<file path="src/include/aib_chan_defines.svh">
// AIB microbump channel sizing
// bump count, spare count and the lane and pair widths derived from them
// the bump count must be even and at least 6

`ifndef AIB_CHAN_DEFINES_SVH
`define AIB_CHAN_DEFINES_SVH

// ------------------------------------------------------------
// channel geometry
// ------------------------------------------------------------

// physical bumps in the channel, spares included
`define AIB_NBMP 16

// spare bumps, one pair at the top positions
`define AIB_NSPR 2

// logical data lanes carried by the channel
`define AIB_NDAT (`AIB_NBMP - `AIB_NSPR)

// logical pairs, also the engage vector width
`define AIB_NPAIR (`AIB_NDAT / 2)

`endif

</file>
<file path="src/hdl/aib_chan_pkg.sv">
// AIB channel shared types
// vector types sized from the channel defines and the scan control bundle

`default_nettype none

`include "aib_chan_defines.svh"

package aib_chan_pkg;

  // ------------------------------------------------------------
  // vectors
  // ------------------------------------------------------------

  // one bit per physical bump
  typedef logic [`AIB_NBMP-1:0] bump_vec_t;

  // one bit per logical data lane
  typedef logic [`AIB_NDAT-1:0] data_vec_t;

  // one redundancy engage bit per logical pair
  typedef logic [`AIB_NPAIR-1:0] engage_vec_t;

  // one bit per physical pair, spare pair on top
  typedef logic [`AIB_NPAIR:0] pair_vec_t;

  // ------------------------------------------------------------
  // boundary scan control
  // ------------------------------------------------------------
  typedef struct packed {
    logic mode;     // scan register drives the bumps
    logic scan_en;  // shift chain by one
    logic capture;  // parallel load of bump inputs
    logic scanin;   // serial input at bump 0
  } scan_ctrl_t;

endpackage

`default_nettype wire

</file>
<file path="src/hdl/aib_redn_map.sv">
// AIB pair redundancy map
// finds the lowest engaged logical pair and turns it into a one-hot
// broken-pair mask and a thermometer shift mask over the physical pairs

`timescale 1ns/1ps
`default_nettype none

`include "aib_chan_defines.svh"

module aib_redn_map (
  input  aib_chan_pkg::engage_vec_t redn_engage,
  output aib_chan_pkg::pair_vec_t   shift_pairs,
  output aib_chan_pkg::pair_vec_t   broken_pairs
);

  // ------------------------------------------------------------
  // lowest engaged pair search
  // ------------------------------------------------------------
  // pairs below the break pass straight, the break itself is
  // one-hot, everything above it moves up one pair
  always_comb begin
    logic found;
    found        = 1'b0;
    shift_pairs  = '0;
    broken_pairs = '0;
    for (int q = 0; q < `AIB_NPAIR; q++) begin
      if (found) begin
        shift_pairs[q] = 1'b1;
      end else if (redn_engage[q]) begin
        broken_pairs[q] = 1'b1;
        found           = 1'b1;
      end
    end
    // spare pair either takes the shifted top pair or idles at zero
    if (found) begin
      shift_pairs[`AIB_NPAIR] = 1'b1;
    end else begin
      broken_pairs[`AIB_NPAIR] = 1'b1;
    end
  end

  // ------------------------------------------------------------
  // checks
  // ------------------------------------------------------------
  // only a single broken pair can be repaired per channel,
  // the tx and rx steering both rely on the masks being one-hot
  always_comb begin
    assert ($onehot0(redn_engage))
      else $error("more than one redundancy engage bit set: %h", redn_engage);
  end

endmodule

`default_nettype wire

</file>
<file path="src/hdl/aib_tx_lanes.sv">
// AIB transmit lanes
// steers logical tx pairs onto physical bump pairs around the broken pair
// and registers the bumps, or registers the scan register in scan mode

`timescale 1ns/1ps
`default_nettype none

`include "aib_chan_defines.svh"

module aib_tx_lanes (
  input  logic                      tx_clk,
  input  logic                      reset,
  input  aib_chan_pkg::data_vec_t   tx_data,
  input  aib_chan_pkg::pair_vec_t   shift_pairs,
  input  aib_chan_pkg::pair_vec_t   broken_pairs,
  input  logic                      scan_mode,
  input  aib_chan_pkg::bump_vec_t   bsr_q,
  output aib_chan_pkg::bump_vec_t   bump_out
);

  import aib_chan_pkg::*;

  bump_vec_t steered;

  // ------------------------------------------------------------
  // per physical pair steering
  // ------------------------------------------------------------
  genvar q;
  for (q = 0; q <= `AIB_NPAIR; q++) begin : g_pair
    logic [1:0] same_pair;
    logic [1:0] below_pair;

    // spare pair has no logical pair of its own
    if (q < `AIB_NPAIR) begin : g_same
      assign same_pair = tx_data[2*q +: 2];
    end else begin : g_no_same
      assign same_pair = 2'b00;
    end

    // bottom pair is never shifted into
    if (q > 0) begin : g_below
      assign below_pair = tx_data[2*(q-1) +: 2];
    end else begin : g_no_below
      assign below_pair = 2'b00;
    end

    // broken wins, then shift, else straight through
    assign steered[2*q +: 2] = broken_pairs[q] ? 2'b00 :
                               shift_pairs[q]  ? below_pair : same_pair;
  end

  // ------------------------------------------------------------
  // bump launch register
  // ------------------------------------------------------------
  always_ff @(posedge tx_clk) begin
    if (reset) begin
      bump_out <= '0;
    end else if (scan_mode) begin
      // boundary scan drive
      bump_out <= bsr_q;
    end else begin
      bump_out <= steered;
    end
  end

  // ------------------------------------------------------------
  // checks
  // ------------------------------------------------------------
  // exactly one pair marked broken, and the shifted pairs are
  // all of the pairs above it and nothing else
  a_mask_sane : assert property (
    @(posedge tx_clk) disable iff (reset)
    $onehot(broken_pairs) &&
    (shift_pairs == ~(broken_pairs | pair_vec_t'(broken_pairs - 1)))
  ) else $error("bad redundancy masks, shift %h broken %h", shift_pairs, broken_pairs);

endmodule

`default_nettype wire

</file>
<file path="src/hdl/aib_rx_lanes.sv">
// AIB receive lanes
// captures the bumps with the redundancy masks of the same cycle and
// rebuilds each logical pair from the physical pair that carries it

`timescale 1ns/1ps
`default_nettype none

`include "aib_chan_defines.svh"

module aib_rx_lanes (
  input  logic                      tx_clk,
  input  logic                      reset,
  input  aib_chan_pkg::bump_vec_t   bump_in,
  input  aib_chan_pkg::pair_vec_t   shift_pairs,
  input  aib_chan_pkg::pair_vec_t   broken_pairs,
  output aib_chan_pkg::data_vec_t   rx_data
);

  import aib_chan_pkg::*;

  bump_vec_t bump_q;
  pair_vec_t shift_q;
  pair_vec_t broken_q;
  // captured bumps with the broken pair cleared
  bump_vec_t bump_clean;

  // ------------------------------------------------------------
  // capture register
  // ------------------------------------------------------------
  // masks travel with the data so the unsteer matches the capture
  always_ff @(posedge tx_clk) begin
    if (reset) begin
      bump_q   <= '0;
      shift_q  <= '0;
      broken_q <= '0;
    end else begin
      bump_q   <= bump_in;
      shift_q  <= shift_pairs;
      broken_q <= broken_pairs;
    end
  end

  // ------------------------------------------------------------
  // unsteer
  // ------------------------------------------------------------
  genvar q;
  genvar p;

  // broken pair value is dropped here
  for (q = 0; q <= `AIB_NPAIR; q++) begin : g_clean
    assign bump_clean[2*q +: 2] = broken_q[q] ? 2'b00 : bump_q[2*q +: 2];
  end

  // logical pair p sits one pair up once the pair above it is shifted
  for (p = 0; p < `AIB_NPAIR; p++) begin : g_lane
    assign rx_data[2*p +: 2] = shift_q[p+1] ? bump_clean[2*(p+1) +: 2] :
                                              bump_clean[2*p +: 2];
  end

endmodule

`default_nettype wire

</file>
<file path="src/hdl/aib_bsr_chain.sv">
// AIB boundary scan register
// one scan bit per bump, chained from bump 0 up to the top bump
// parallel capture of the bump inputs, serial shift, hold otherwise

`timescale 1ns/1ps
`default_nettype none

`include "aib_chan_defines.svh"

module aib_bsr_chain (
  input  logic                      tx_clk,
  input  logic                      reset,
  input  aib_chan_pkg::bump_vec_t   bump_in,
  input  aib_chan_pkg::scan_ctrl_t  scan_ctrl,
  output aib_chan_pkg::bump_vec_t   bsr_q,
  output logic                      scan_out
);

  // ------------------------------------------------------------
  // scan register
  // ------------------------------------------------------------
  always_ff @(posedge tx_clk) begin
    if (reset) begin
      bsr_q <= '0;
    end else if (scan_ctrl.scan_en) begin
      // shift toward the top bump, scanin enters at bump 0
      bsr_q <= {bsr_q[`AIB_NBMP-2:0], scan_ctrl.scanin};
    end else if (scan_ctrl.capture) begin
      bsr_q <= bump_in;
    end
  end

  // top bump is last in chain
  assign scan_out = bsr_q[`AIB_NBMP-1];

  // ------------------------------------------------------------
  // checks
  // ------------------------------------------------------------
  // tap sequencing outside the channel keeps capture and shift apart
  a_cap_shift_excl : assert property (
    @(posedge tx_clk) disable iff (reset)
    !(scan_ctrl.capture && scan_ctrl.scan_en)
  ) else $error("scan capture and shift strobes high together");

endmodule

`default_nettype wire

</file>
<file path="src/hdl/aib_chan_top.sv">
// AIB microbump IO channel
// transmit and receive lanes with pair redundancy and a boundary scan
// chain across all bumps, single clock domain on tx_clk

`timescale 1ns/1ps
`default_nettype none

module aib_chan_top (
  input  logic                      tx_clk,
  input  logic                      reset,
  input  aib_chan_pkg::data_vec_t   tx_data,
  output aib_chan_pkg::data_vec_t   rx_data,
  input  aib_chan_pkg::engage_vec_t redn_engage,
  output aib_chan_pkg::bump_vec_t   bump_out,
  input  aib_chan_pkg::bump_vec_t   bump_in,
  input  aib_chan_pkg::scan_ctrl_t  scan_ctrl,
  output logic                      scan_out
);

  import aib_chan_pkg::*;

  // redundancy masks shared by tx and rx
  pair_vec_t shift_pairs;
  pair_vec_t broken_pairs;
  // scan register image toward the tx launch mux
  bump_vec_t bsr_q;

  // ------------------------------------------------------------
  // redundancy decode
  // ------------------------------------------------------------
  aib_redn_map u_redn_map (
    .redn_engage  (redn_engage),
    .shift_pairs  (shift_pairs),
    .broken_pairs (broken_pairs)
  );

  // ------------------------------------------------------------
  // datapath
  // ------------------------------------------------------------
  aib_tx_lanes u_tx_lanes (
    .tx_clk       (tx_clk),
    .reset        (reset),
    .tx_data      (tx_data),
    .shift_pairs  (shift_pairs),
    .broken_pairs (broken_pairs),
    .scan_mode    (scan_ctrl.mode),
    .bsr_q        (bsr_q),
    .bump_out     (bump_out)
  );

  aib_rx_lanes u_rx_lanes (
    .tx_clk       (tx_clk),
    .reset        (reset),
    .bump_in      (bump_in),
    .shift_pairs  (shift_pairs),
    .broken_pairs (broken_pairs),
    .rx_data      (rx_data)
  );

  // boundary scan, capture side taps the bump inputs
  aib_bsr_chain u_bsr_chain (
    .tx_clk    (tx_clk),
    .reset     (reset),
    .bump_in   (bump_in),
    .scan_ctrl (scan_ctrl),
    .bsr_q     (bsr_q),
    .scan_out  (scan_out)
  );

endmodule

`default_nettype wire

</file>
<file path="config.mk">
export PLATFORM = sky130hd
export DESIGN_NAME = aib_chan_top
export DESIGN_NICKNAME = d
export VERILOG_FILES = /design/src/hdl/aib_chan_pkg.sv /design/src/hdl/aib_redn_map.sv /design/src/hdl/aib_tx_lanes.sv /design/src/hdl/aib_rx_lanes.sv /design/src/hdl/aib_bsr_chain.sv /design/src/hdl/aib_chan_top.sv
export VERILOG_INCLUDE_DIRS = /design/src /design/src/include
export SDC_FILE = /design/constraint.sdc
export NUM_CORES = 1
export LEC_CHECK = 0
export BUFFER_PORTS_ARGS = -buffer_cell sky130_fd_sc_hd__buf_2
export CAP_MARGIN = 20
export CORE_MARGIN = 4
export CORE_UTILIZATION = 45
export DETAILED_ROUTE_END_ITERATION = 10
export GPL_TIMING_DRIVEN = 0
export PLACE_DENSITY = 0.7
export SYNTH_ARGS = -nofsm -noshare
export SYNTH_HDL_FRONTEND = slang
export SYNTH_HIERARCHICAL = 1
export SYNTH_SLANG_ARGS = --single-unit
</file>
<file path="constraint.sdc">
create_clock -name tx_clk -period 4.8 [get_ports tx_clk]
set_clock_uncertainty 0.2 [all_clocks]
set_input_delay 1.44 -clock tx_clk [delete_from_list [all_inputs] [get_ports tx_clk]]
set_output_delay 1.44 -clock tx_clk [all_outputs]
set_load 0.1 [all_outputs]
</file>
==> results of run 1 <==
[layer usage]
layer | track usage [%] | vias to the layer above | part of all wire, % | routed length, µm
li1 | - | 1040 | - | -
met1 | 21.9 | 935 | 44 | 2820
met2 | 29.7 | 46 | 50 | 3200
met3 | 3.61 | 12 | 3.9 | 252
met4 | 10.2 | 0 | 2.0 | 129
met5 | 0 | - | 0 | 0
[power by group through the flow]
| stage | registers (mW) | logic (mW) | clock network, mW |
|---|---|---|---|
| floorplan | 0.642 | 0.153 | 0 |
| global placement | 0.579 | 0.279 | 0 |
| detailed placement | 0.579 | 0.280 | 0 |
| CTS | 0.568 | 0.281 | 0.570 |
| global route | 0.571 | 0.294 | 0.591 |
| finish | 0.568 | 0.279 | 0.562 |
[critical path, cell delays in order, from the launching register on]
cell and delay, ps:
sky130_fd_sc_hd__dfxtp_1 310, sky130_fd_sc_hd__nand2b_1 180, sky130_fd_sc_hd__mux2i_1 150, sky130_fd_sc_hd__buf_2 440
[layout make-up]
type / count / share of cell area, %
repair buffers: 72 / 10.4
flip-flops and latches: 63 / 36.5
multi-input cells: 167 / 38.9
clock buffers: 10 / 3.98
plain buffers: 16 / 3.91
inverters: 4 / 0.434
clock inverters: 6 / 3.11
well taps: 75 / 2.71
[sequential cells by signal (all words and copies together), names as in the netlist]
name and count:
u_rx_lanes/bump_q 16, u_rx_lanes/shift_q 7, u_bsr_chain/bsr_q 16, u_rx_lanes/broken_q 8
u_tx_lanes/bump_out 16
[cell usage after synthesis (2+ instances only)]
master                      number
sky130_fd_sc_hd__clkbuf_1        2
sky130_fd_sc_hd__or3_4           6
sky130_fd_sc_hd__buf_4           5
sky130_fd_sc_hd__nand4bb_1       2
sky130_fd_sc_hd__nand3b_1        3
sky130_fd_sc_hd__nand2b_1       15
sky130_fd_sc_hd__nor2_1          3
sky130_fd_sc_hd__nor2b_1        48
sky130_fd_sc_hd__a211oi_2       10
sky130_fd_sc_hd__a211oi_1        6
sky130_fd_sc_hd__mux2i_1        40
sky130_fd_sc_hd__inv_1           3
sky130_fd_sc_hd__a21oi_1         4
sky130_fd_sc_hd__buf_2           2
sky130_fd_sc_hd__or4b_1          2
sky130_fd_sc_hd__nand2_1         5
sky130_fd_sc_hd__buf_6           5
sky130_fd_sc_hd__o2bb2ai_1      12
sky130_fd_sc_hd__o21ai_0         2
sky130_fd_sc_hd__dfxtp_1        63
[worst paths after layout]
path	start	endpoint	slack [ps]	cells past startpoint
max	u_rx_lanes/broken_q[5]$_SDFF_PP0_	rx_data[9]	1750	3
min	u_bsr_chain/bsr_q[14]$_SDFFE_PP0P_	u_tx_lanes/bump_out[14]$_SDFF_PP0_	290	2
max reg2reg	u_bsr_chain/bsr_q[1]$_SDFFE_PP0P_	u_bsr_chain/bsr_q[1]$_SDFFE_PP0P_	3840	2
min reg2reg	u_bsr_chain/bsr_q[14]$_SDFFE_PP0P_	u_tx_lanes/bump_out[14]$_SDFF_PP0_	290	2
[logic make-up (layout without fill, tap and decap cells)]
| logic type | count (synthesis) | count (layout) |
|---|---|---|
| buffers and inverters | 20 | 108 |
| AOI/OAI and AO/OA | 34 | 34 |
| muxes | 40 | 40 |
| DFF | 63 | 63 |
| and+or+nand+nor | 92 | 92 |
| other | 1 | 1 |
[through the flow]
step	cell area (µm²)	hold WS, ps	total power [mW]
after floorplan	2760	249	0.795
after global placement	3210	273	0.858
after detailed placement	3210	268	0.859
after CTS	3460	281	1.42
after global routing	3460	309	1.46
final	3460	286	1.41
==> flow_metrics.tcl, run 1 <==
set metrics [dict create \
    post-route-worst-setup-slack_ps 1750 \
    synth_fa_ha_area_share_pct 0 \
    hpwl_mm 5.11 \
    postSynthNetCount 293 \
    clockPowerShare_pct 39.9 \
    worstHoldPathType "reg -> reg" \
    wirelength_mm 6.40 \
    netlist_instances 250 \
    critical_path_launch_point_type "flip-flop" \
    max-cap-violations 0 \
    final_antenna_net_count 0 \
    critical_path_endpoint_category "output port" \
    h_tree_lvl_count 3 \
    post-synth-top-area-cell "sky130_fd_sc_hd__dfxtp_1" \
    via_count 2033 \
    setup_tns_ps 0 \
    cts_tree "done" \
    grt_overflow 0 \
    via_per_inst 4.92 \
    final_common_cell "sky130_fd_sc_hd__buf_2" \
    synth_simple_gate_area_share_pct 23.1 \
    cp.arrival_ps 1410 \
    dieArea_um2 7440 \
    power.share.sequential_pct 40.3 \
    power.combinational.fraction_pct 19.8 \
    critical_path_peak_fanout 2 \
    syn_avg_cell_area_um2 11.0 \
    seq_area_frac_synth_pct 45.7 \
    postSynth.topFlopCell "sky130_fd_sc_hd__dfxtp_1" \
    final_worst_path_period_share_pct 63.6 \
    total_standard_cell_area_after_synthesis_um2 2760 \
    synth_edf_count 0 \
    cts_resized 0 \
    slew_violations 0 \
    run_status "complete, no violations" \
    final_util_pct 58.4 \
    fraction_of_layout_instances_using_a_drive_strength_above_1_pct 36.4 \
    start_util_pct 46.6 \
    path_class "reg -> out" \
    buffer_ports.inserted 72 \
    ir_drop_uv 177 \
    timing.final.crit_period_ps 3050 \
    row_count 28 \
    timing.critical_path.required_ps 3160 \
    synth.mux.area_fraction_pct 14.5 \
    yosys.area_share.xor_xnor_pct 0 \
    grt.total_usage_pct 18.0 \
    multi_input_area_um2 1350 \
    power.internal_mw 0.987 \
    placed_cells_incl_taps 397 \
    die_height_um 86.3 \
    final.fill_count 522 \
    synthDistinctLibCells 32 \
    rsz0062_at_grt "no" \
    global_route_wire_length_before_repair_mm 10.1 \
    top_level_ports 74 \
    first_global_vias 2027 \
    pre_cts_ws_ps 1740 \
    horizontal_extent_of_the_die_um 86.3 \
    final-hold-violation-count 0 \
    layout_common_cells "sky130_fd_sc_hd__buf_2, sky130_fd_sc_hd__dfxtp_1, sky130_fd_sc_hd__nor2b_1" \
    synth_area_leaders "sky130_fd_sc_hd__dfxtp_1, sky130_fd_sc_hd__mux2i_1, sky130_fd_sc_hd__nor2b_1" \
    cts-root-buf "sky130_fd_sc_hd__clkbuf_8" \
    cellLeakagePower_nw 1.58 \
    antenna_fix_cells 0 \
    cts_post_setup_buffers_inserted 0 \
    synth_async_sr_flop_share_pct 0 \
    gp_routability_congestion 0.825 \
    area.growth.synth_to_final_pct 25.4 \
    wl_per_cell_um 15.5 \
    clock.fmax_ghz 0.328 \
    clock_latency_of_the_later_clocked_register_in_the_worst_skew_pair_ps 340 \
    grt_start_max_net_pins 12 \
    cts_hold_buf 0 \
    synth_compound_gate_area_share_pct 11.1 \
    coreArea_um2 5920 \
    firstDrtPassIters 4 \
    drt_first_iter_violations 66 \
    ys_ff_latch 63 \
    drc_violation_count_after_routing 0 \
    yosys.area.top_type_share_pct 45.7 \
    antenna_violations_before_repair 0 \
    final-setup-viol-count 0 \
    switchingPower_mw 0.422 \
    worst_setup_hold_path_clk_slew_ps 70 \
    regArea_um2 1260 \
    sw_frac_of_total_pct 30.0 \
    main_combinational_cell_family_by_area_after_synthesis "simple AND/OR/NAND/NOR gates" \
    clock_tree.buffer_depth 2 \
    power.density_cell_area_nw_per_um2 408 \
    nNetsFinal 376 \
    layoutNonFillerInstCount 413 \
    clock-sinks 63 \
    synth.yosys.warnings 6 \
    cts_made_buffers 9 \
]
No activity file was read; power rests on OpenSTA's default activity.
==> run 2, diff against run 1 <==
--- a/config.mk
+++ b/config.mk
@@ -6,6 +6,7 @@
 export SDC_FILE = /design/constraint.sdc
 export NUM_CORES = 1
 export LEC_CHECK = 0
+export ABC_AREA = 1
 export BUFFER_PORTS_ARGS = -buffer_cell sky130_fd_sc_hd__buf_2
 export CAP_MARGIN = 20
 export CORE_MARGIN = 4
==> constraint.sdc (replaced) <==
create_clock -name tx_clk -period 3.1 [get_ports tx_clk]
set_clock_uncertainty 0.2 [all_clocks]
set_input_delay 0.93 -clock tx_clk [delete_from_list [all_inputs] [get_ports tx_clk]]
set_output_delay 0.93 -clock tx_clk [all_outputs]
set_load 0.1 [all_outputs]
==> run 2 against run 1 <==
Die area up 3.9%. Flip-flop and latch count is the same. Critical path type unchanged. Largest cell class is now registers. Critical path depth is 1 higher.
==> flow_metrics.tcl, run 2 <==
set metrics [dict create \
    critical_path_peak_fanout 4 \
    postSynth.topFlopCell "sky130_fd_sc_hd__dfxtp_1" \
    max-cap-violations 0 \
    ys_ff_latch 63 \
    run_status "complete, no violations" \
    worst_path_top_cell_family_by_delay "buffers and inverters" \
    sw_frac_of_total_pct 31.0 \
    synth.yosys.warnings 6 \
    power.internal_mw 1.43 \
    global_route_wire_length_before_repair_mm 10.9 \
    nNetsFinal 547 \
    pre_cts_ws_ps 860 \
    cp.arrival_ps 1330 \
    cts_tree "done" \
    placed_area_um2 3330 \
    slew_violations 0 \
    timing.critical_path.required_ps 1970 \
    total_standard_cell_area_after_synthesis_um2 2880 \
    critical_path.slowest_cell "sky130_fd_sc_hd__buf_2" \
    switchingPower_mw 0.641 \
    setup_tns_ps 0 \
    coreArea_um2 6060 \
    clock-sinks 63 \
    hold_path_end "u_tx_lanes/bump_out[3]$_SDFF_PP0_" \
    stdcell_area_um2 3540 \
    synth_edf_count 0 \
    multi_input_area_um2 1130 \
    top_level_ports 74 \
    final_util_pct 58.4 \
    placed_cells_incl_taps 568 \
    wirelength_mm 6.89 \
    power.share.sequential_pct 42.5 \
    most_used_standard_cells_in_the_synthesized_netlist "sky130_fd_sc_hd__nand2_1, sky130_fd_sc_hd__inv_1, sky130_fd_sc_hd__nor2_1" \
    final.fill_count 585 \
    cts_resized 0 \
    critical_path_launch_point_type "flip-flop" \
    layout_common_cells "sky130_fd_sc_hd__nand2_1, sky130_fd_sc_hd__inv_1, sky130_fd_sc_hd__buf_2" \
    rr_worst_depth 4 \
    die_height_um 88.0 \
    h_tree_lvl_count 3 \
    clock.fmax_ghz 0.407 \
    synth_area_leaders "sky130_fd_sc_hd__dfxtp_1, sky130_fd_sc_hd__nand2_1, sky130_fd_sc_hd__inv_1" \
    post-synth-top-count-cell "sky130_fd_sc_hd__nand2_1" \
    post-route-worst-setup-slack_ps 644 \
    cts-root-buf "sky130_fd_sc_hd__clkbuf_8" \
    clockPowerShare_pct 36.5 \
    final.hold.worst_slack_ps 268 \
    r2r_setup_slack_ps 2190 \
    worstHoldPathCells 2 \
    syn_avg_cell_area_um2 6.83 \
    area.growth.synth_to_final_pct 23.1 \
    min-delay-start "u_bsr_chain/bsr_q[3]$_SDFFE_PP0P_" \
    power_mw 2.07 \
    timing.final.crit_period_ps 2460 \
    final_worst_path_period_share_pct 79.2 \
    buffer_ports.inserted 72 \
    hpwl_mm 5.65 \
    antenna_fix_cells 0 \
    cts_hold_buf 0 \
    postSynthNetCount 464 \
    cts_made_buffers 9 \
    drc_violation_count_after_routing 0 \
    rsz0062_at_grt "no" \
    critical_path.reg2reg.startpoint "u_bsr_chain/bsr_q[1]$_SDFFE_PP0P_" \
    worst_path_largest_cell_delay_ps 420 \
    path_class "reg -> out" \
    layoutNonFillerInstCount 583 \
    grt_overflow 0 \
    worst_setup_hold_path_clk_slew_ps 60 \
    final_common_cell "sky130_fd_sc_hd__nand2_1" \
    cp.buffers_inverters 2 \
    synth_async_sr_flop_share_pct 0 \
    largestRegisters "u_bsr_chain/bsr_q (16), u_rx_lanes/bump_q (16), u_tx_lanes/bump_out (16)" \
    first_global_vias 2499 \
    power.combinational.fraction_pct 21.0 \
    drt_first_iter_violations 115 \
    grt_start_max_net_pins 15 \
    final-hold-violation-count 0 \
    via_count 2592 \
    clock_tree.buffer_depth 2 \
    netlist_instances 421 \
    regArea_um2 1260 \
    post-synth-top-area-cell "sky130_fd_sc_hd__dfxtp_1" \
    horizontal_extent_of_the_die_um 88.0 \
    seq_area_frac_synth_pct 43.8 \
    ir_drop_uv 273 \
    dieArea_um2 7740 \
    wl_per_cell_um 11.8 \
    clock_latency_of_the_later_clocked_register_in_the_worst_skew_pair_ps 330 \
    row_count 28 \
    cellLeakagePower_nw 1.99 \
    r2r-end "u_bsr_chain/bsr_q[2]$_SDFFE_PP0P_" \
    worstHoldPathType "reg -> reg" \
    synthDistinctLibCells 17 \
    gp_routability_congestion 0.865 \
    firstDrtPassIters 4 \
    yosys.area.top_type_share_pct 43.8 \
    start_util_pct 47.5 \
    worst_path_cell_trace "inv_1, nand3_1, nand2_1, buf_2" \
    final_antenna_net_count 0 \
    critical_path_endpoint_category "output port" \
    antenna_violations_before_repair 0 \
    via_per_inst 4.45 \
    final-setup-viol-count 0 \
    grt.total_usage_pct 18.6 \
    cts_post_setup_buffers_inserted 0 \
    power.density_cell_area_nw_per_um2 584 \
    fraction_of_layout_instances_using_a_drive_strength_above_1_pct 23.0 \
]
==> run 2: cell count changes in the layout (fill, tap and decap cells not counted), moves of 6 or more <==
| cell | before | now |
|---|---|---|
| sky130_fd_sc_hd__a211oi_1 | 6 | 0 |
| sky130_fd_sc_hd__nor2b_1 | 48 | 0 |
| sky130_fd_sc_hd__nor2_1 | 3 | 64 |
| sky130_fd_sc_hd__nand2_1 | 5 | 95 |
| sky130_fd_sc_hd__or3_4 | 6 | 0 |
| sky130_fd_sc_hd__a211oi_2 | 10 | 0 |
| sky130_fd_sc_hd__nor2_4 | 0 | 8 |
| sky130_fd_sc_hd__nand3_1 | 0 | 47 |
| sky130_fd_sc_hd__mux2i_1 | 40 | 0 |
| sky130_fd_sc_hd__nand2b_1 | 15 | 0 |
| sky130_fd_sc_hd__a21oi_1 | 4 | 27 |
| sky130_fd_sc_hd__inv_1 | 3 | 89 |
| sky130_fd_sc_hd__o2bb2ai_1 | 12 | 0 |
==> run 2: routing by layer <==
| metal | track usage [%] | share of wire [%] |
|---|---|---|
| met5 | 0 | 0 |
| met4 | 9.76 | 1.7 |
| met3 | 2.63 | 4.3 |
| met2 | 32.1 | 51 |
| met1 | 22.2 | 43 |
==> run 2: worst register-to-register path, cell delays in order (launching register included) <==
cell,delay [ps]
sky130_fd_sc_hd__dfxtp_1,340
sky130_fd_sc_hd__inv_1,60
sky130_fd_sc_hd__a21oi_1,120
sky130_fd_sc_hd__nand2_1,60
sky130_fd_sc_hd__nor2_1,70
==> run 2: worst max path at each step <==
stage	startpoint	to	cells after the start
floorplan	u_rx_lanes/shift_q[1]$_SDFF_PP0_	rx_data[0]	3
global placement	redn_engage[0]	u_tx_lanes/bump_out[13]$_SDFF_PP0_	9
detailed placement	redn_engage[0]	u_tx_lanes/bump_out[13]$_SDFF_PP0_	9
CTS	u_rx_lanes/broken_q[5]$_SDFF_PP0_	rx_data[8]	4
global route	u_rx_lanes/shift_q[1]$_SDFF_PP0_	rx_data[0]	4
finish	u_rx_lanes/broken_q[5]$_SDFF_PP0_	rx_data[9]	4
==> run 2: logic make-up (layout without fill, tap and decap cells) <==
kind of cell,Yosys count,after routing,synth area share [%]
AO/OA/AOI/OAI,29,29,5.05
buffers and inverters,108,195,16.7
flip-flops,63,63,43.8
other,1,1,0.130
AND/OR/NAND/NOR,220,220,34.3
==> run 2: layout make-up <==
cell class / instances / area share (%)
plain buffers: 15 / 3.71
clock buffers: 11 / 3.99
clock inverters: 4 / 1.98
inverters: 93 / 9.86
multi-input cells: 250 / 32.0
flip-flops and latches: 63 / 35.6
well taps: 75 / 2.65
repair buffers: 72 / 10.2
==> run 2: power by group through the flow <==
stage | logic (mW) | registers, mW | clock network, mW
3_5_place_dp | 0.435 | 0.897 | 0
2_1_floorplan | 0.239 | 0.991 | 0
3_3_place_gp | 0.431 | 0.896 | 0
6_report | 0.434 | 0.879 | 0.755
4_1_cts | 0.436 | 0.879 | 0.774
5_1_grt | 0.466 | 0.884 | 0.811
==> run 3, diff against run 2 <==
--- a/config.mk
+++ b/config.mk
@@ -6,7 +6,7 @@
 export SDC_FILE = /design/constraint.sdc
 export NUM_CORES = 1
 export LEC_CHECK = 0
-export ABC_AREA = 1
+export ABC_AREA = 0
 export BUFFER_PORTS_ARGS = -buffer_cell sky130_fd_sc_hd__buf_2
 export CAP_MARGIN = 20
 export CORE_MARGIN = 4
==> constraint.sdc (replaced) <==
create_clock -name tx_clk -period 2.3 [get_ports tx_clk]
set_clock_uncertainty 0.2 [all_clocks]
set_input_delay 0.69 -clock tx_clk [delete_from_list [all_inputs] [get_ports tx_clk]]
set_output_delay 0.69 -clock tx_clk [all_outputs]
set_load 0.1 [all_outputs]
==> run 3 against run 2 <==
Critical path depth decreased by 1. Final cell count decreased by 29%. Clock-buffer cell count increased by 3. Total power increased by 25%. Critical path type unchanged. Critical endpoint is now rx_data[1]. Largest power group unchanged.
==> flow_metrics.tcl, run 3 (same netlist as run 1, synthesis figures left out) <==
set metrics [dict create \
    area.growth.synth_to_final_pct 25.4 \
    cts_hold_buf 0 \
    critical_path_endpoint_category "output port" \
    via_count 2055 \
    critical_path_launch_point_type "flip-flop" \
    power.density_cell_area_nw_per_um2 746 \
    clock_tree.buffer_depth 2 \
    timing.critical_path.required_ps 1410 \
    global_route_wire_length_before_repair_mm 10.4 \
    max-cap-violations 0 \
    worst_path_cell_trace "nand2b_1, mux2i_2, clkbuf_4" \
    h_tree_lvl_count 3 \
    stdcell_area_um2 3460 \
    first_global_vias 2125 \
    setup_tns_ps 0 \
    drc_violation_count_after_routing 0 \
    via_per_inst 4.99 \
    gp_routability_congestion 0.826 \
    post-route-worst-setup-slack_ps 118 \
    dieArea_um2 7440 \
    rsz0062_at_grt "no" \
    critical_path.slowest_cell "sky130_fd_sc_hd__clkbuf_4" \
    timing.final.crit_period_ps 2180 \
    wl_per_cell_um 15.8 \
    final_antenna_net_count 0 \
    wirelength_mm 6.49 \
    worstHoldPathType "reg -> reg" \
    final_worst_path_period_share_pct 94.9 \
    firstDrtPassIters 4 \
    slew_violations 0 \
    grt_start_max_net_pins 11 \
    power_mw 2.58 \
    nNetsFinal 376 \
    pre_cts_ws_ps 2.08 \
    antenna_violations_before_repair 0 \
    buffer_ports.inserted 72 \
    top_level_ports 74 \
    cts_post_setup_buffers_inserted 0 \
    placed_area_um2 3260 \
    fraction_of_layout_instances_using_a_drive_strength_above_1_pct 39.2 \
    hpwl_mm 5.19 \
    start_util_pct 46.6 \
    clock_latency_of_the_later_clocked_register_in_the_worst_skew_pair_ps 320 \
    largestRegisters "u_bsr_chain/bsr_q (16), u_rx_lanes/bump_q (16), u_tx_lanes/bump_out (16)" \
    cp.arrival_ps 1290 \
    clock-sinks 63 \
    coreArea_um2 5920 \
    clock.fmax_ghz 0.458 \
    horizontal_extent_of_the_die_um 86.3 \
    antenna_fix_cells 0 \
    worst_path_largest_cell_delay_ps 350 \
    setup.worst_path.start "u_rx_lanes/broken_q[1]$_SDFF_PP0_" \
    grt_overflow 0 \
    worst_setup_hold_path_clk_slew_ps 60 \
    run_status "complete, no violations" \
    min-delay-start "u_bsr_chain/bsr_q[8]$_SDFFE_PP0P_" \
    die_height_um 86.3 \
    final_util_pct 58.4 \
    layout_common_cells "sky130_fd_sc_hd__dfxtp_1, sky130_fd_sc_hd__buf_2, sky130_fd_sc_hd__nor2b_1" \
    critical_path_peak_fanout 2 \
    path_class "reg -> out" \
    cellLeakagePower_nw 1.53 \
    drt_first_iter_violations 52 \
    ir_drop_uv 392 \
    cts_made_buffers 9 \
    row_count 28 \
    cts_tree "done" \
    grt.total_usage_pct 18.4 \
    final-setup-viol-count 0 \
    cts-root-buf "sky130_fd_sc_hd__clkbuf_8" \
    final_common_cell "sky130_fd_sc_hd__dfxtp_1" \
    critical_path.reg2reg.startpoint "u_bsr_chain/bsr_q[2]$_SDFFE_PP0P_" \
    final-hold-violation-count 0 \
]
run 3: changes by cell type in the layout (fill, tap and decap cells not counted), sizes merged, moves of 16 or more:
cell	change
nor2b	+48
mux2i	+40
nor2	-69
nand2	-90
inv	-89
a21oi	-23
a211oi	+16
nand3	-48
run 3: critical path: cells and delay by family, from the launching register on:
| family | cells | cell delay, ps |
|---|---|---|
| buf+inv | 1 | 350 |
| flops | 1 | 300 |
| mux | 1 | 150 |
| simple gates | 1 | 180 |
run 3: through the flow:
step | cells | hold slack (ps)
CTS | 412 | 289
global placement | 397 | 278
finish | 412 | 291
floorplan | 250 | 249
detailed placement | 397 | 281
global route | 412 | 307
run 3: final cells by class:
type | count | area [µm²]
Multi-Input combinational cell | 167 | 1400
Fill cell | 523 | 2460
Sequential cell | 63 | 1260
Timing Repair Buffer | 72 | 395
Inverter | 4 | 15.0
Tap cell | 75 | 93.8
Clock inverter | 1 | 5.00
Buffer | 16 | 135
Clock buffer | 14 | 153
run 3: final timing paths:
kind / end / depth (start not counted) / slack [ps]
max: rx_data[1] / 3 / 120
min: u_tx_lanes/bump_out[8]$_SDFF_PP0_ / 1 / 290
max reg2reg: u_bsr_chain/bsr_q[2]$_SDFFE_PP0P_ / 2 / 1350
min reg2reg: u_tx_lanes/bump_out[8]$_SDFF_PP0_ / 1 / 290
run 3: layer usage:
metal  wire, µm  part of all wire, %  up-vias  GRT usage, %
met5          0                    0        -             0
met4         74                  1.1        0          6.66
met3        295                  4.5        4          4.37
met2       3210                   49       47          30.8
met1       2910                   45      970          23.1
li1           -                    -     1034             -
run 3: power breakdown:
part / total [mW] / switching [mW] / internal, mW
sequential: 1.19 / 0.0316 / 1.16
combinational: 0.609 / 0.430 / 0.179
clock: 0.782 / 0.367 / 0.415
run 3: what timing repair did:
action,in CTS,in global routing
gates resized for setup,8,6
setup endpoints to repair,8,6
endpoints found under the hold margin,0,0
